[src/rtl/decode_pkg.sv]
`default_nettype none

package decode_pkg;

    //////////////////////////////////////////////////////////////////////
    // widths
    //////////////////////////////////////////////////////////////////////
    localparam int PACKET_BYTES = 16;
    localparam int PACKET_W     = PACKET_BYTES * 8;  // byte 0 in the top bits
    localparam int EIP_W        = 32;
    localparam int LEN_W        = 4;
    localparam int MAX_LEN      = 14;  // longest legal instruction in the subset
    localparam int MAX_PREFIXES = 3;
    localparam int REG_W        = 3;
    localparam int SCALE_W      = 2;
    localparam int DISP_W       = 32;
    localparam int IMM_W        = 32;
    localparam int DSZ_W        = 3;   // disp size in bytes, 0 / 1 / 4

    //////////////////////////////////////////////////////////////////////
    // prefix bytes
    //////////////////////////////////////////////////////////////////////
    localparam logic [7:0] PFX_REP    = 8'hF3;
    localparam logic [7:0] PFX_OPSIZE = 8'h66;
    localparam logic [7:0] PFX_ES     = 8'h26;
    localparam logic [7:0] PFX_CS     = 8'h2E;
    localparam logic [7:0] PFX_SS     = 8'h36;
    localparam logic [7:0] PFX_DS     = 8'h3E;
    localparam logic [7:0] PFX_FS     = 8'h64;
    localparam logic [7:0] PFX_GS     = 8'h65;

    //////////////////////////////////////////////////////////////////////
    // one-byte opcodes
    //////////////////////////////////////////////////////////////////////
    localparam logic [7:0] OPC_ADD_RM_R  = 8'h01;
    localparam logic [7:0] OPC_ADD_R_RM  = 8'h03;
    localparam logic [7:0] OPC_ADD_EAX_I = 8'h05;
    localparam logic [7:0] OPC_GRP1_I8   = 8'h83;  // only /0 kept
    localparam logic [7:0] OPC_MOV_RM_R  = 8'h89;
    localparam logic [7:0] OPC_MOV_R_RM  = 8'h8B;
    localparam logic [7:0] OPC_MOV_R_I   = 8'hB8;  // row base, B8..BF
    localparam logic [7:0] OPC_MOV_RM_I  = 8'hC7;  // only /0 kept
    localparam logic [7:0] OPC_JMP_R8    = 8'hEB;
    localparam logic [7:0] OPC_JMP_R32   = 8'hE9;
    localparam logic [7:0] OPC_NOP       = 8'h90;

    typedef enum logic [2:0] {
        OP_NOP,
        OP_ADD,
        OP_MOV,
        OP_JMP,
        OP_INVALID
    } alu_op_e;

    // x86 sreg numbering
    typedef enum logic [2:0] {
        SEG_ES = 3'd0,
        SEG_CS = 3'd1,
        SEG_SS = 3'd2,
        SEG_DS = 3'd3,  // default segment
        SEG_FS = 3'd4,
        SEG_GS = 3'd5
    } seg_e;

    typedef enum logic [1:0] {
        IMM_NONE,
        IMM_1,
        IMM_2,
        IMM_4
    } imm_size_e;

endpackage

`default_nettype wire
[src/rtl/decode_top.sv]
`default_nettype none

module decode_top import decode_pkg::*; (
    input  wire                 clk,
    input  wire                 rst_n,
    // fetch side
    input  wire                 in_valid,
    input  wire  [PACKET_W-1:0] in_packet,
    output logic                in_ready,
    // redirects, one-cycle pulses
    input  wire                 init_valid,
    input  wire  [EIP_W-1:0]    init_eip,
    input  wire                 resteer_valid,
    input  wire  [EIP_W-1:0]    resteer_eip,
    input  wire                 bp_taken,
    input  wire  [EIP_W-1:0]    bp_eip,
    // decoded result
    output logic                out_valid,
    input  wire                 out_ready,
    output alu_op_e             out_op,
    output logic                out_opsize16,
    output logic                out_rep,
    output seg_e                out_seg,
    output logic [REG_W-1:0]    out_reg,
    output logic                out_reg_is_dest,
    output logic                out_rm_is_mem,
    output logic [REG_W-1:0]    out_rm_reg,
    output logic                out_use_base,
    output logic [REG_W-1:0]    out_base,
    output logic                out_use_index,
    output logic [REG_W-1:0]    out_index,
    output logic [SCALE_W-1:0]  out_scale,
    output logic [DISP_W-1:0]   out_disp,
    output logic [IMM_W-1:0]    out_imm,
    output logic                out_is_br,
    output logic [LEN_W-1:0]    out_length,
    output logic [EIP_W-1:0]    out_eip
);

    logic [1:0]          num_prefixes;
    logic                rep, opsize16;
    seg_e                seg;
    logic [PACKET_W-1:0] shifted;  // packet with prefixes stripped off the top
    logic [7:0]          opcode_byte, modrm_byte, sib_byte;
    alu_op_e             op;
    logic                has_modrm, reg_is_dest, is_br;
    imm_size_e           imm_size;
    logic [REG_W-1:0]    opcode_reg, reg_field, rm_reg, base, index;
    logic                rm_is_mem, use_base, use_index, has_sib;
    logic [SCALE_W-1:0]  scale;
    logic [DSZ_W-1:0]    disp_size;
    logic [DISP_W-1:0]   disp;
    logic [IMM_W-1:0]    imm;
    logic [LEN_W-1:0]    length;
    logic [EIP_W-1:0]    eip;
    logic                redirect, accept;

    //////////////////////////////////////////////////////////////////////
    // byte slicing and decoders
    //////////////////////////////////////////////////////////////////////
    prefix_decode u_prefix (
        .packet_head (in_packet[PACKET_W-1 -: MAX_PREFIXES*8]),
        .num_prefixes(num_prefixes), .rep(rep), .opsize16(opsize16), .seg(seg)
    );

    assign shifted     = in_packet << {num_prefixes, 3'b000};
    assign opcode_byte = shifted[PACKET_W-1 -: 8];
    assign modrm_byte  = shifted[PACKET_W-9 -: 8];
    assign sib_byte    = shifted[PACKET_W-17 -: 8];

    opcode_decode u_opcode (
        .opcode_byte(opcode_byte), .modrm_reg(reg_field), .opsize16(opsize16),
        .op(op), .has_modrm(has_modrm), .reg_is_dest(reg_is_dest),
        .imm_size(imm_size), .opcode_reg(opcode_reg), .is_br(is_br)
    );

    modrm_decode u_modrm (
        .modrm_byte(modrm_byte), .sib_byte(sib_byte),
        .reg_field(reg_field), .rm_is_mem(rm_is_mem), .rm_reg(rm_reg),
        .use_base(use_base), .base(base), .use_index(use_index), .index(index),
        .scale(scale), .has_sib(has_sib), .disp_size(disp_size)
    );

    // modrm fields only count when the opcode has a modrm byte
    field_extract u_fields (
        .packet(in_packet), .num_prefixes(num_prefixes), .has_modrm(has_modrm),
        .has_sib(has_modrm && has_sib), .disp_size(has_modrm ? disp_size : '0),
        .imm_size(imm_size), .disp(disp), .imm(imm), .length(length)
    );

    //////////////////////////////////////////////////////////////////////
    // handshake and eip
    //////////////////////////////////////////////////////////////////////
    assign in_ready = !redirect && (!out_valid || out_ready);  // no accept on redirect
    assign accept   = in_valid && in_ready;

    eip_tracker u_eip (
        .clk(clk), .rst_n(rst_n),
        .init_valid(init_valid), .init_eip(init_eip),
        .resteer_valid(resteer_valid), .resteer_eip(resteer_eip),
        .bp_taken(bp_taken), .bp_eip(bp_eip),
        .advance(accept), .length(length), .eip(eip), .redirect(redirect)
    );

    //////////////////////////////////////////////////////////////////////
    // output register
    //////////////////////////////////////////////////////////////////////
    always_ff @(posedge clk or negedge rst_n) begin
        if (!rst_n) begin
            out_valid <= 1'b0;
        end else if (accept) begin
            out_valid <= 1'b1;
        end else if (out_ready) begin
            out_valid <= 1'b0;  // drained
        end
    end

    always_ff @(posedge clk) begin
        if (accept) begin
            out_op          <= op;
            out_opsize16    <= opsize16;
            out_rep         <= rep;
            out_seg         <= seg;
            out_reg         <= has_modrm ? reg_field : opcode_reg;  // B8..BF row
            out_reg_is_dest <= reg_is_dest;
            out_rm_is_mem   <= has_modrm && rm_is_mem;
            out_rm_reg      <= rm_reg;
            out_use_base    <= has_modrm && use_base;
            out_base        <= base;
            out_use_index   <= has_modrm && use_index;
            out_index       <= index;
            out_scale       <= scale;
            out_disp        <= disp;
            out_imm         <= imm;
            out_is_br       <= is_br;
            out_length      <= length;
            out_eip         <= eip;  // eip held at accept
        end
    end

    a_stall_stable : assert property (@(posedge clk) disable iff (!rst_n)
        out_valid && !out_ready |=> out_valid &&
        $stable({out_op, out_seg, out_reg, out_disp, out_imm, out_length, out_eip}));

endmodule

`default_nettype wire

[src/rtl/eip_tracker.sv]
`default_nettype none

module eip_tracker import decode_pkg::*; (
    input  wire              clk,
    input  wire              rst_n,
    input  wire              init_valid,
    input  wire  [EIP_W-1:0] init_eip,
    input  wire              resteer_valid,  // writeback resteer
    input  wire  [EIP_W-1:0] resteer_eip,
    input  wire              bp_taken,
    input  wire  [EIP_W-1:0] bp_eip,
    input  wire              advance,        // packet accepted this cycle
    input  wire  [LEN_W-1:0] length,
    output logic [EIP_W-1:0] eip,
    output logic             redirect
);

    assign redirect = init_valid || resteer_valid || bp_taken;

    always_ff @(posedge clk or negedge rst_n) begin
        if (!rst_n) begin
            eip <= '0;
        end else if (init_valid) begin
            eip <= init_eip;     // init beats everything
        end else if (resteer_valid) begin
            eip <= resteer_eip;
        end else if (bp_taken) begin
            eip <= bp_eip;
        end else if (advance) begin
            eip <= eip + EIP_W'(length);  // next sequential instruction
        end
    end

    // the top holds off acceptance in any redirect cycle
    a_no_adv_on_redirect : assert property (
        @(posedge clk) disable iff (!rst_n) !(advance && redirect));

endmodule

`default_nettype wire

[src/rtl/field_extract.sv]
`default_nettype none

module field_extract import decode_pkg::*; (
    input  wire  [PACKET_W-1:0] packet,
    input  wire  [1:0]          num_prefixes,
    input  wire                 has_modrm,
    input  wire                 has_sib,
    input  wire  [DSZ_W-1:0]    disp_size,
    input  wire  imm_size_e     imm_size,
    output logic [DISP_W-1:0]   disp,
    output logic [IMM_W-1:0]    imm,
    output logic [LEN_W-1:0]    length
);

    logic [LEN_W-1:0]    disp_off;   // first disp byte
    logic [LEN_W-1:0]    imm_off;    // first imm byte
    logic [LEN_W-1:0]    imm_bytes;
    logic [PACKET_W-1:0] disp_win;
    logic [PACKET_W-1:0] imm_win;
    logic [31:0]         disp_raw;
    logic [31:0]         imm_raw;

    // top four window bytes reassembled little-endian
    function automatic logic [31:0] le32(input logic [31:0] w);
        return {w[7:0], w[15:8], w[23:16], w[31:24]};
    endfunction

    assign disp_off = LEN_W'(num_prefixes) + LEN_W'(1) + LEN_W'(has_modrm) + LEN_W'(has_sib);
    assign imm_off  = disp_off + LEN_W'(disp_size);
    assign length   = imm_off + imm_bytes;

    assign disp_win = packet << {disp_off, 3'b000};  // disp byte now at the top
    assign imm_win  = packet << {imm_off, 3'b000};
    assign disp_raw = le32(disp_win[PACKET_W-1 -: 32]);
    assign imm_raw  = le32(imm_win[PACKET_W-1 -: 32]);

    always_comb begin
        case (disp_size)
            3'd1:    disp = {{(DISP_W-8){disp_raw[7]}}, disp_raw[7:0]};  // sext
            3'd4:    disp = disp_raw;
            default: disp = '0;
        endcase
        case (imm_size)
            IMM_1: begin
                imm       = {{(IMM_W-8){imm_raw[7]}}, imm_raw[7:0]};
                imm_bytes = LEN_W'(1);
            end
            IMM_2: begin
                imm       = {{(IMM_W-16){1'b0}}, imm_raw[15:0]};  // imm16 zero-extends
                imm_bytes = LEN_W'(2);
            end
            IMM_4: begin
                imm       = imm_raw;
                imm_bytes = LEN_W'(4);
            end
            default: begin
                imm       = '0;
                imm_bytes = '0;
            end
        endcase
    end

endmodule

`default_nettype wire

[src/rtl/modrm_decode.sv]
`default_nettype none

module modrm_decode import decode_pkg::*; (
    input  wire  [7:0]         modrm_byte,
    input  wire  [7:0]         sib_byte,
    output logic [REG_W-1:0]   reg_field,
    output logic               rm_is_mem,
    output logic [REG_W-1:0]   rm_reg,
    output logic               use_base,
    output logic [REG_W-1:0]   base,
    output logic               use_index,
    output logic [REG_W-1:0]   index,
    output logic [SCALE_W-1:0] scale,
    output logic               has_sib,
    output logic [DSZ_W-1:0]   disp_size
);

    logic [1:0]       mod_f;
    logic [REG_W-1:0] rm_f;
    logic             no_base;  // mod 00 disp32-only forms

    assign mod_f     = modrm_byte[7:6];
    assign rm_f      = modrm_byte[2:0];
    assign reg_field = modrm_byte[5:3];
    assign rm_reg    = rm_f;  // register operand when mod 11

    assign rm_is_mem = (mod_f != 2'b11);
    assign has_sib   = rm_is_mem && (rm_f == 3'b100);

    // rm 101 or sib base 101 under mod 00 means disp32 and no base
    assign no_base  = (mod_f == 2'b00) &&
                      (has_sib ? (sib_byte[2:0] == 3'b101) : (rm_f == 3'b101));
    assign use_base = rm_is_mem && !no_base;
    assign base     = has_sib ? sib_byte[2:0] : rm_f;

    assign use_index = has_sib && (sib_byte[5:3] != 3'b100);  // 100 = no index
    assign index     = sib_byte[5:3];
    assign scale     = has_sib ? sib_byte[7:6] : '0;

    always_comb begin
        case (mod_f)
            2'b01:   disp_size = 3'd1;                 // disp8
            2'b10:   disp_size = 3'd4;                 // disp32
            2'b00:   disp_size = no_base ? 3'd4 : 3'd0;
            default: disp_size = 3'd0;                 // register form
        endcase
    end

endmodule

`default_nettype wire

[src/rtl/opcode_decode.sv]
`default_nettype none

module opcode_decode import decode_pkg::*; (
    input  wire  [7:0]       opcode_byte,
    input  wire  [REG_W-1:0] modrm_reg,    // /digit for 83 and C7
    input  wire              opsize16,
    output alu_op_e          op,
    output logic             has_modrm,
    output logic             reg_is_dest,
    output imm_size_e        imm_size,
    output logic [REG_W-1:0] opcode_reg,
    output logic             is_br
);

    imm_size_e imm_full;  // imm32, or imm16 under 66
    logic      ext_zero;

    assign imm_full = opsize16 ? IMM_2 : IMM_4;
    assign ext_zero = (modrm_reg == '0);

    always_comb begin
        // defaults describe an invalid opcode, no modrm and no imm
        op          = OP_INVALID;
        has_modrm   = 1'b0;
        reg_is_dest = 1'b0;
        imm_size    = IMM_NONE;
        opcode_reg  = '0;  // eAX for 05
        is_br       = 1'b0;
        if (opcode_byte[7:3] == OPC_MOV_R_I[7:3]) begin
            // B8..BF, register in the low bits
            op          = OP_MOV;
            reg_is_dest = 1'b1;
            imm_size    = imm_full;
            opcode_reg  = opcode_byte[REG_W-1:0];
        end else begin
            case (opcode_byte)
                OPC_ADD_RM_R, OPC_ADD_R_RM: begin
                    op          = OP_ADD;
                    has_modrm   = 1'b1;
                    reg_is_dest = opcode_byte[1];  // d bit
                end
                OPC_ADD_EAX_I: begin
                    op          = OP_ADD;
                    reg_is_dest = 1'b1;
                    imm_size    = imm_full;
                end
                OPC_GRP1_I8: if (ext_zero) begin
                    op        = OP_ADD;
                    has_modrm = 1'b1;
                    imm_size  = IMM_1;
                end
                OPC_MOV_RM_R, OPC_MOV_R_RM: begin
                    op          = OP_MOV;
                    has_modrm   = 1'b1;
                    reg_is_dest = opcode_byte[1];
                end
                OPC_MOV_RM_I: if (ext_zero) begin
                    op        = OP_MOV;
                    has_modrm = 1'b1;
                    imm_size  = imm_full;
                end
                OPC_JMP_R8: begin
                    op       = OP_JMP;
                    imm_size = IMM_1;
                    is_br    = 1'b1;
                end
                OPC_JMP_R32: begin
                    op       = OP_JMP;
                    imm_size = IMM_4;  // rel32 ignores 66 here
                    is_br    = 1'b1;
                end
                OPC_NOP: op = OP_NOP;
                default: op = OP_INVALID;
            endcase
        end
    end

endmodule

`default_nettype wire

[src/rtl/prefix_decode.sv]
`default_nettype none

module prefix_decode import decode_pkg::*; (
    input  wire  [MAX_PREFIXES*8-1:0] packet_head,  // byte 0 on top
    output logic [1:0]                num_prefixes,
    output logic                      rep,
    output logic                      opsize16,
    output seg_e                      seg
);

    logic [7:0] cur_byte;
    logic       scanning;  // still inside the prefix run

    always_comb begin
        num_prefixes = '0;
        rep          = 1'b0;
        opsize16     = 1'b0;
        seg          = SEG_DS;  // no override
        scanning     = 1'b1;
        cur_byte     = '0;
        for (int i = 0; i < MAX_PREFIXES; i++) begin
            cur_byte = packet_head[MAX_PREFIXES*8-1-8*i -: 8];
            if (scanning) begin
                case (cur_byte)
                    PFX_REP:    rep = 1'b1;
                    PFX_OPSIZE: opsize16 = 1'b1;
                    PFX_ES:     seg = SEG_ES;  // later overrides win
                    PFX_CS:     seg = SEG_CS;
                    PFX_SS:     seg = SEG_SS;
                    PFX_DS:     seg = SEG_DS;
                    PFX_FS:     seg = SEG_FS;
                    PFX_GS:     seg = SEG_GS;
                    default:    scanning = 1'b0;  // first non-prefix ends the run
                endcase
                if (scanning) begin
                    num_prefixes = num_prefixes + 2'd1;
                end
            end
        end
    end

endmodule

`default_nettype wire

[config.mk]
export PLATFORM = sky130hd
export DESIGN_NAME = decode_top
export DESIGN_NICKNAME = d
export VERILOG_FILES = /design/src/rtl/decode_pkg.sv /design/src/rtl/decode_top.sv /design/src/rtl/eip_tracker.sv /design/src/rtl/field_extract.sv /design/src/rtl/modrm_decode.sv /design/src/rtl/opcode_decode.sv /design/src/rtl/prefix_decode.sv
export SDC_FILE = /design/constraint.sdc
export NUM_CORES = 1
export LEC_CHECK = 0
export ABC_AREA = 1
export BUFFER_PORTS_ARGS = -buffer_cell sky130_fd_sc_hd__buf_2
export CORE_MARGIN = 1
export CORE_UTILIZATION = 52
export CTS_CLUSTER_DIAMETER = 150
export DETAILED_ROUTE_END_ITERATION = 6
export MAX_ROUTING_LAYER = met4
export PLACE_DENSITY = 0.78
export SLEW_MARGIN = 20
export SYNTH_ARGS = -nofsm -noshare
export SYNTH_HDL_FRONTEND = slang
export SYNTH_SLANG_ARGS = --single-unit
[constraint.sdc]
create_clock -name clk -period 33.6 [get_ports clk]
set_input_delay 6.72 -clock clk [delete_from_list [all_inputs] [get_ports clk]]
set_output_delay 6.72 -clock clk [all_outputs]
set_load 0.01 [all_outputs]
---- Word level (Yosys, flattened, before mapping) ----
Cells that the tools add are included.
word-level totals
  register bits after elaboration ......... 160
  input port bits ......................... 231
  logic and storage cells ................. 161
operators by class
  add/subtract/negate cells ............... 8
  equal/unequal tests ..................... 47
  shifts and indexed selects .............. 3
  multiplexer cells ....................... 55
  reductions and logical operators ........ 28
operators by type and width
  cell                                            count
  left shift 128 x 7 -> 128 bit                   2
  2-to-1 mux 32 bit                               4
  left shift 128 x 5 -> 128 bit                   1
  == test 8 x 6 -> 1 bit (second input constant)  12
  one-hot mux 32 bit (3 select lines)             1
  == test 8 bit (second input constant)           10
  == test 8 x 7 -> 1 bit (second input constant)  9
  one-hot mux 32 bit (2 select lines)             1
  one-hot mux 3 bit (6 select lines)              3
  adder 32 x 4 -> 32 bit                          1
  2-to-1 mux 3 bit                                9
  2-to-1 mux 1 bit                                25
  OR reduction 8 bit                              3
  one-hot mux 3 bit (3 select lines)              2
  one-hot mux 3 bit (5 select lines)              1
  == test 3 bit (second input constant)           4
  2-to-1 mux 2 bit                                6
  logical AND 1 bit                               10
  one-hot mux 2 bit (5 select lines)              1
  adder 4 x 1 -> 4 bit                            2
  adder 4 x 3 -> 4 bit                            2
  == test 8 x 1 -> 1 bit (second input constant)  1
  == test 8 x 2 -> 1 bit (second input constant)  1
  == test 8 x 3 -> 1 bit (second input constant)  1
  other kinds (19)                                29

---- Depth between registers and ports, before layout ----
  word-level depth ........................ 25
  depth in mapped cells ................... 55

---- By module ----
A second synthesis with hierarchy kept.
second synthesis, totals
  cells, all modules ...................... 2568
  area total of the unflattened synthesis .. 15573.7 um^2
by module, submodules not included
  module         times used  cells each  area each (um^2)  sequential area each (um^2)
  field_extract  1           1355        6182.2            0.0
  decode_top     1           374         4885.9            3838.7
  eip_tracker    1           595         3326.9            800.8
  prefix_decode  1           137         619.3             0.0
  opcode_decode  1           69          322.8             0.0
  modrm_decode   1           38          236.5             0.0

---- Least setup slack after synthesis ----
Ideal clock, no wire load.
  path type ............................... in2reg
  start ................................... input bp_taken
  end ..................................... register u_eip.eip[5]
  setup time .............................. 0.083 ns
  arrival ................................. 18.107 ns
  required time ........................... 33.517 ns
  slack ................................... 15.410 ns
  stages on the path ...................... 10
  buffers on the path ..................... 3
  cell sequence ........................... clkbuf_1 nor3_1 inv_1 nor3_1 nor2_1 inv_1 clkbuf_1 buf_1 o221ai_1 o21ai_0
on the way
  word-level cells in the longest chain between the ends .. 5
  elaborated cells on any way between the ends .. 8
  those cells by class .................... mux: 3; reduce/logical: 5
ends and longest elaborated chain
  item                                 line               text
  start, declared                      decode_top.sv:15   input wire bp_taken,
  logical OR 1 bit                     eip_tracker.sv:18  assign redirect = init_valid || resteer_valid || bp_taken;
  zero test 1 bit                      decode_top.sv:94   assign in_ready = !redirect && (!out_valid || out_ready);
  logical AND 1 bit                    decode_top.sv:94
  logical AND 1 bit                    decode_top.sv:95   assign accept = in_valid && in_ready;
  named net accept                     decode_top.sv:56   logic redirect, accept;
  nonzero test 4 bit (no source line)  --
  end signal, assigned                 eip_tracker.sv:24  eip <= init_eip;
  end signal, assigned                 eip_tracker.sv:26  eip <= resteer_eip;
  end signal, assigned                 eip_tracker.sv:28  eip <= bp_eip;
  end, declared                        eip_tracker.sv:14  output logic [EIP_W-1:0] eip,
The timed path passes the listed nets, and every way through them passes these cells.
A chain may end at the register's enable or synchronous reset.

---- Worst setup path in the final report ----
  start ................................... input in_packet[120]
  end ..................................... register u_eip.eip[28]
on the way
  word-level cells in the longest chain between the ends .. 25
  elaborated cells on any way between the ends .. 73
  those cells by class .................... add/sub: 8; eq/ne: 27; shift: 1; mux: 29; reduce/logical: 8
ends and longest elaborated chain
  item                                                                           line                 text
  start, declared                                                                decode_top.sv:8      input wire [PACKET_W-1:0] in_packet,
  parallel branches: the longest is 19 deep, another holds adder 1 x 1 -> 2 bit  --
  adder 4 x 3 -> 4 bit *                                                         field_extract.sv:30  assign length = imm_off + imm_bytes;
  named net length[3]                                                            decode_top.sv:54     logic [LEN_W-1:0] length;
  adder 32 x 4 -> 32 bit *                                                       eip_tracker.sv:30    eip <= eip + EIP_W'(length);
  2-to-1 mux 32 bit *                                                            eip_tracker.sv:29    end else if (advance) begin
  2-to-1 mux 32 bit *                                                            eip_tracker.sv:27    end else if (bp_taken) begin
  2-to-1 mux 32 bit *                                                            eip_tracker.sv:25    end else if (resteer_valid) begin
  2-to-1 mux 32 bit *                                                            eip_tracker.sv:23    end else if (init_valid) begin
Mark *: on every way through the listed nets, which the timed path passes. The select of a mux whose other input is x is not followed.

==> flow_summary.json <==
{
  "outcome": "complete, but fails checks",
  "failed_checks": "DRC",
  "totalNegativeSetupSlack_ps": 0,
  "finalWorstPathRequiredPeriod_ps": 15360,
  "seq_power_share_pct": 39.4,
  "ctsLongestPathBuffers": 2,
  "power.density_cell_area_nw_per_um2": 34.0,
  "clock_insertion_delay_worst_skew_ps": 450,
  "worst-r2r-cell-count": 10,
  "synth_fp_nets": 2463,
  "reg2reg_setup_slack_ps": 30420,
  "post_drt_wl_per_cell_um": 22.1,
  "max_clock_freq_mhz": 65.1,
  "floorplan.core_area_um2": 27300,
  "crit_required_ps": 33880,
  "final_layout_size_suffix_gt1_share_pct": 20.4,
  "setup_repair_after_global_routing_missed_its_margin": "false",
  "cp_data_arrival_time_ps": 15640,
  "cts_hold_repair.buffers": 0,
  "path_common_cell": "nand2_1",
  "number_of_enable_flip_flop_cells_after_synthesis": 127,
  "setup_viol": 0,
  "worstSetupPathType": "in -> reg",
  "final_nets": 2704,
  "synth_top_area_share_pct": 26.2,
  "cts_tree": "built",
  "cts-resized-gates": 0,
  "hpwlAfterDp_um": 46800,
  "worst_path_max_delay_cell": "buf_4",
  "grt_pass1_vias": 15468,
  "synthToLayoutAreaGrowth_pct": 16.4,
  "synth_flop_cell": "edfxtp_1",
  "regToRegStartpoint": "out_valid",
  "die_w_um": 169,
  "placementRows": 60,
  "seq_area_frac_synth_pct": 31.8,
  "post_synthesis_sequential_element_count": 160,
  "firstDrtPassIters": 7,
  "layoutNonFillerInstCount": 2845,
  "synthesis.yosys.warnings": 0,
  "all_layer_gr_usage_pct": 44.0,
  "via_per_inst": 6.19,
  "cts.htree.levels": 4,
  "proportion_of_power_drawn_by_combinational_gates_pct": 24.6,
  "via_count": 17617,
  "worst_setup_path_end_kind": "flip-flop",
  "timing.final.max_slew_violations": 0,
  "relSlewSlack_pct": 22.2,
  "cts_buffers": 17,
  "timing_hold_violations_final": 0,
  "fin_clk_skew_ps": 26.4,
  "pwr-share-clk_pct": 36.0,
  "global_route_wire_length_before_repair_um": 92500,
  "dp_cells": 2810,
  "transition_at_the_pin_with_the_smallest_max_transition_slack_ps": 1170,
  "grt_start_max_net_pins": 110,
  "max_capacitance_violation_total": 0,
  "cp-start-kind": "primary input",
  "critical_path.reg2reg.endpoint": "u_eip.eip[28]",
  "p_sw_share_pct": 36.8,
  "netlist-cell-type-count": 59,
  "boundaryPins": 360,
  "worst_hold_path.endpoint": "out_eip[22]",
  "synth.top_cells.by_area": "edfxtp_1 (26%), nand2_1 (14%), o21ai_0 (14%), dfrtp_1 (5.7%), a21oi_1 (5.5%)",
  "power_switching_mw": 0.212,
  "initial_antenna_violation_count": 2,
  "fp.dieH_um": 169,
  "drc": 3,
  "cts_num_sinks": 160,
  "cts.repair_timing.setup_buffer_count": 0,
  "synth_cells": 2216,
  "critical_path.max_fanout": 52,
  "start_util_pct": 53.5,
  "grt.overflow.total": 0,
  "cts.root.buffer_cell": "clkbuf_16",
  "biggest_cell_delay_along_the_critical_path_ps": 490,
  "numPortBuffers": 359,
  "synth-async-reset-ratio_pct": 20.6,
  "clkSlewWorstSetupHoldPaths_ps": 80,
  "synth.avg_cell_area_um2": 6.58,
  "drtIter0Drc": 2620,
  "post_synth_instance_area_um2": 14600,
  "timing.hold.worst.class": "reg -> reg",
  "die_area_um2": 28700,
  "worst_hold_path_depth": 0,
  "timing.final.crit_share_pct": 45.7,
  "vdd_drop_max_uv": 33.7,
  "p_int_mw": 0.365,
  "post_synth_top_area_cell": "edfxtp_1",
  "number_of_routed_nets_with_antenna_violations": 0,
  "gpl.final_weighted_congestion": 1.04,
  "hp-start": "u_eip.eip[22]",
  "leakage_nw": 8.20,
  "postRouteWirelength_um": 63000
}
-- how the worst max path moves through the flow --
stage                              start       endpoint  slack, ps  depth (start not counted)
after global placement    in_packet[127]  u_eip.eip[28]      18440                         50
after detailed placement  in_packet[120]  u_eip.eip[28]      18150                         51
after floorplan                 bp_taken   u_eip.eip[5]      15410                         10
final                     in_packet[120]  u_eip.eip[28]      18240                         51
after global routing      in_packet[120]  u_eip.eip[28]      17710                         51
after CTS                 in_packet[120]  u_eip.eip[28]      18580                         51
-- through the flow --
step                      total power, mW  utilization, %  instance area (um2)  hold WS, ps  setup WS (ps)
final                               0.577            62.3                17000          453          18240
after global placement              0.365            60.1                16400          433          18440
after CTS                           0.570            62.2                17000          455          18580
after global routing                0.595            62.3                17000          468          17710
after floorplan                     0.312               -                14600          425          15410
after detailed placement            0.367            60.1                16400          435          18150
-- per-layer routing --
layer | wire length, um | track usage (%) | part of all wire, % | vias to the layer above
met5 | 0 | - | 0 | -
met4 | 3450 | 21.0 | 5.5 | 0
met3 | 6920 | 7.79 | 11 | 209
met2 | 27700 | 66.0 | 44 | 1329
met1 | 24900 | 57.6 | 40 | 8050
li1 | - | - | - | 8029
-- layout make-up --
type,instances,area [um2]
Fill cell,2545,10300
Multi-Input combinational cell,1693,8540
Sequential cell,160,4640
Timing Repair Buffer,379,1950
Inverter,206,778
Tap cell,372,465
Clock buffer,17,425
Clock inverter,15,168
Antenna cell,3,7.51
-- power groups by stage --
| stage | clock network [mW] | registers (mW) | logic (mW) |
|---|---|---|---|
| 6_report | 0.208 | 0.227 | 0.142 |
| 5_1_grt | 0.214 | 0.228 | 0.153 |
| 4_1_cts | 0.207 | 0.227 | 0.136 |
| 3_5_place_dp | 0 | 0.231 | 0.135 |
| 3_3_place_gp | 0 | 0.231 | 0.135 |
| 2_1_floorplan | 0 | 0.231 | 0.0811 |
-- critical path: cells and delay by family --
family	cells	cell delay (ps)
XOR/XNOR	3	490
adder cells (fa/ha/maj)	5	1490
AND/OR/NAND/NOR	26	3550
buffers and inverters	12	2550
AO/OA/AOI/OAI	5	740
-- cell usage after synthesis (all sizes together), types with 4 or more instances --
master and count:
o22ai 19, nand2 582, edfxtp 127, nor2 171, xor2 16, nand4 9, o221ai 4, o211ai 57
buf 29, a31oi 9, nor3 20, o21ai 419, inv 204, mux2i 10, a21oi 162, dfrtp 33
a221oi 4, ha 14, a211oi 18, a22oi 4, clkbuf 128, nand3 141
-- placed cells by master, fill, tap and decap left out, drive strengths merged, types with 2 or more instances in the layout --
| cell | Yosys | layout |
|---|---|---|
| a31o | 2 | 2 |
| nand4 | 9 | 9 |
| diode | 0 | 3 |
| a221oi | 4 | 4 |
| fa | 2 | 2 |
| o31ai | 3 | 3 |
| a21o | 3 | 3 |
| nor2 | 171 | 171 |
| o211ai | 57 | 57 |
| clkinv | 2 | 9 |
| nand3 | 141 | 141 |
| o21ai | 419 | 419 |
| inv | 204 | 211 |
| nor3 | 20 | 20 |
| a31oi | 9 | 9 |
| clkbuf | 128 | 17 |
| nand2 | 582 | 582 |
| a22oi | 4 | 4 |
| ha | 14 | 14 |
| a221o | 2 | 2 |
| o22ai | 19 | 19 |
| mux2i | 10 | 10 |
| buf | 29 | 379 |
| nor4 | 3 | 3 |
| xor2 | 16 | 16 |
| edfxtp | 127 | 127 |
| o32ai | 3 | 3 |
| o221ai | 4 | 4 |
| dfrtp | 33 | 33 |
| xnor2 | 3 | 3 |
| a211oi | 18 | 18 |
| or2 | 2 | 2 |
| o311ai | 3 | 3 |
| a21oi | 162 | 162 |
-- cells by family (layout without fill, tap and decap cells) --
group                      count (synthesis)  count (layout)  synth area share (%)
and+or+nand+nor                          930             930                  27.8
buffers and inverters                    363             617                  10.1
muxes                                     11              11                 0.764
xor gates and xnor gates                  19              19                  1.14
AOI/OAI and AO/OA                        717             717                  26.9
other                                      0               3                     0
adders and majority gates                 16              16                  1.48
DFF                                      160             160                  31.8
(Power assumes the default switching activity.)
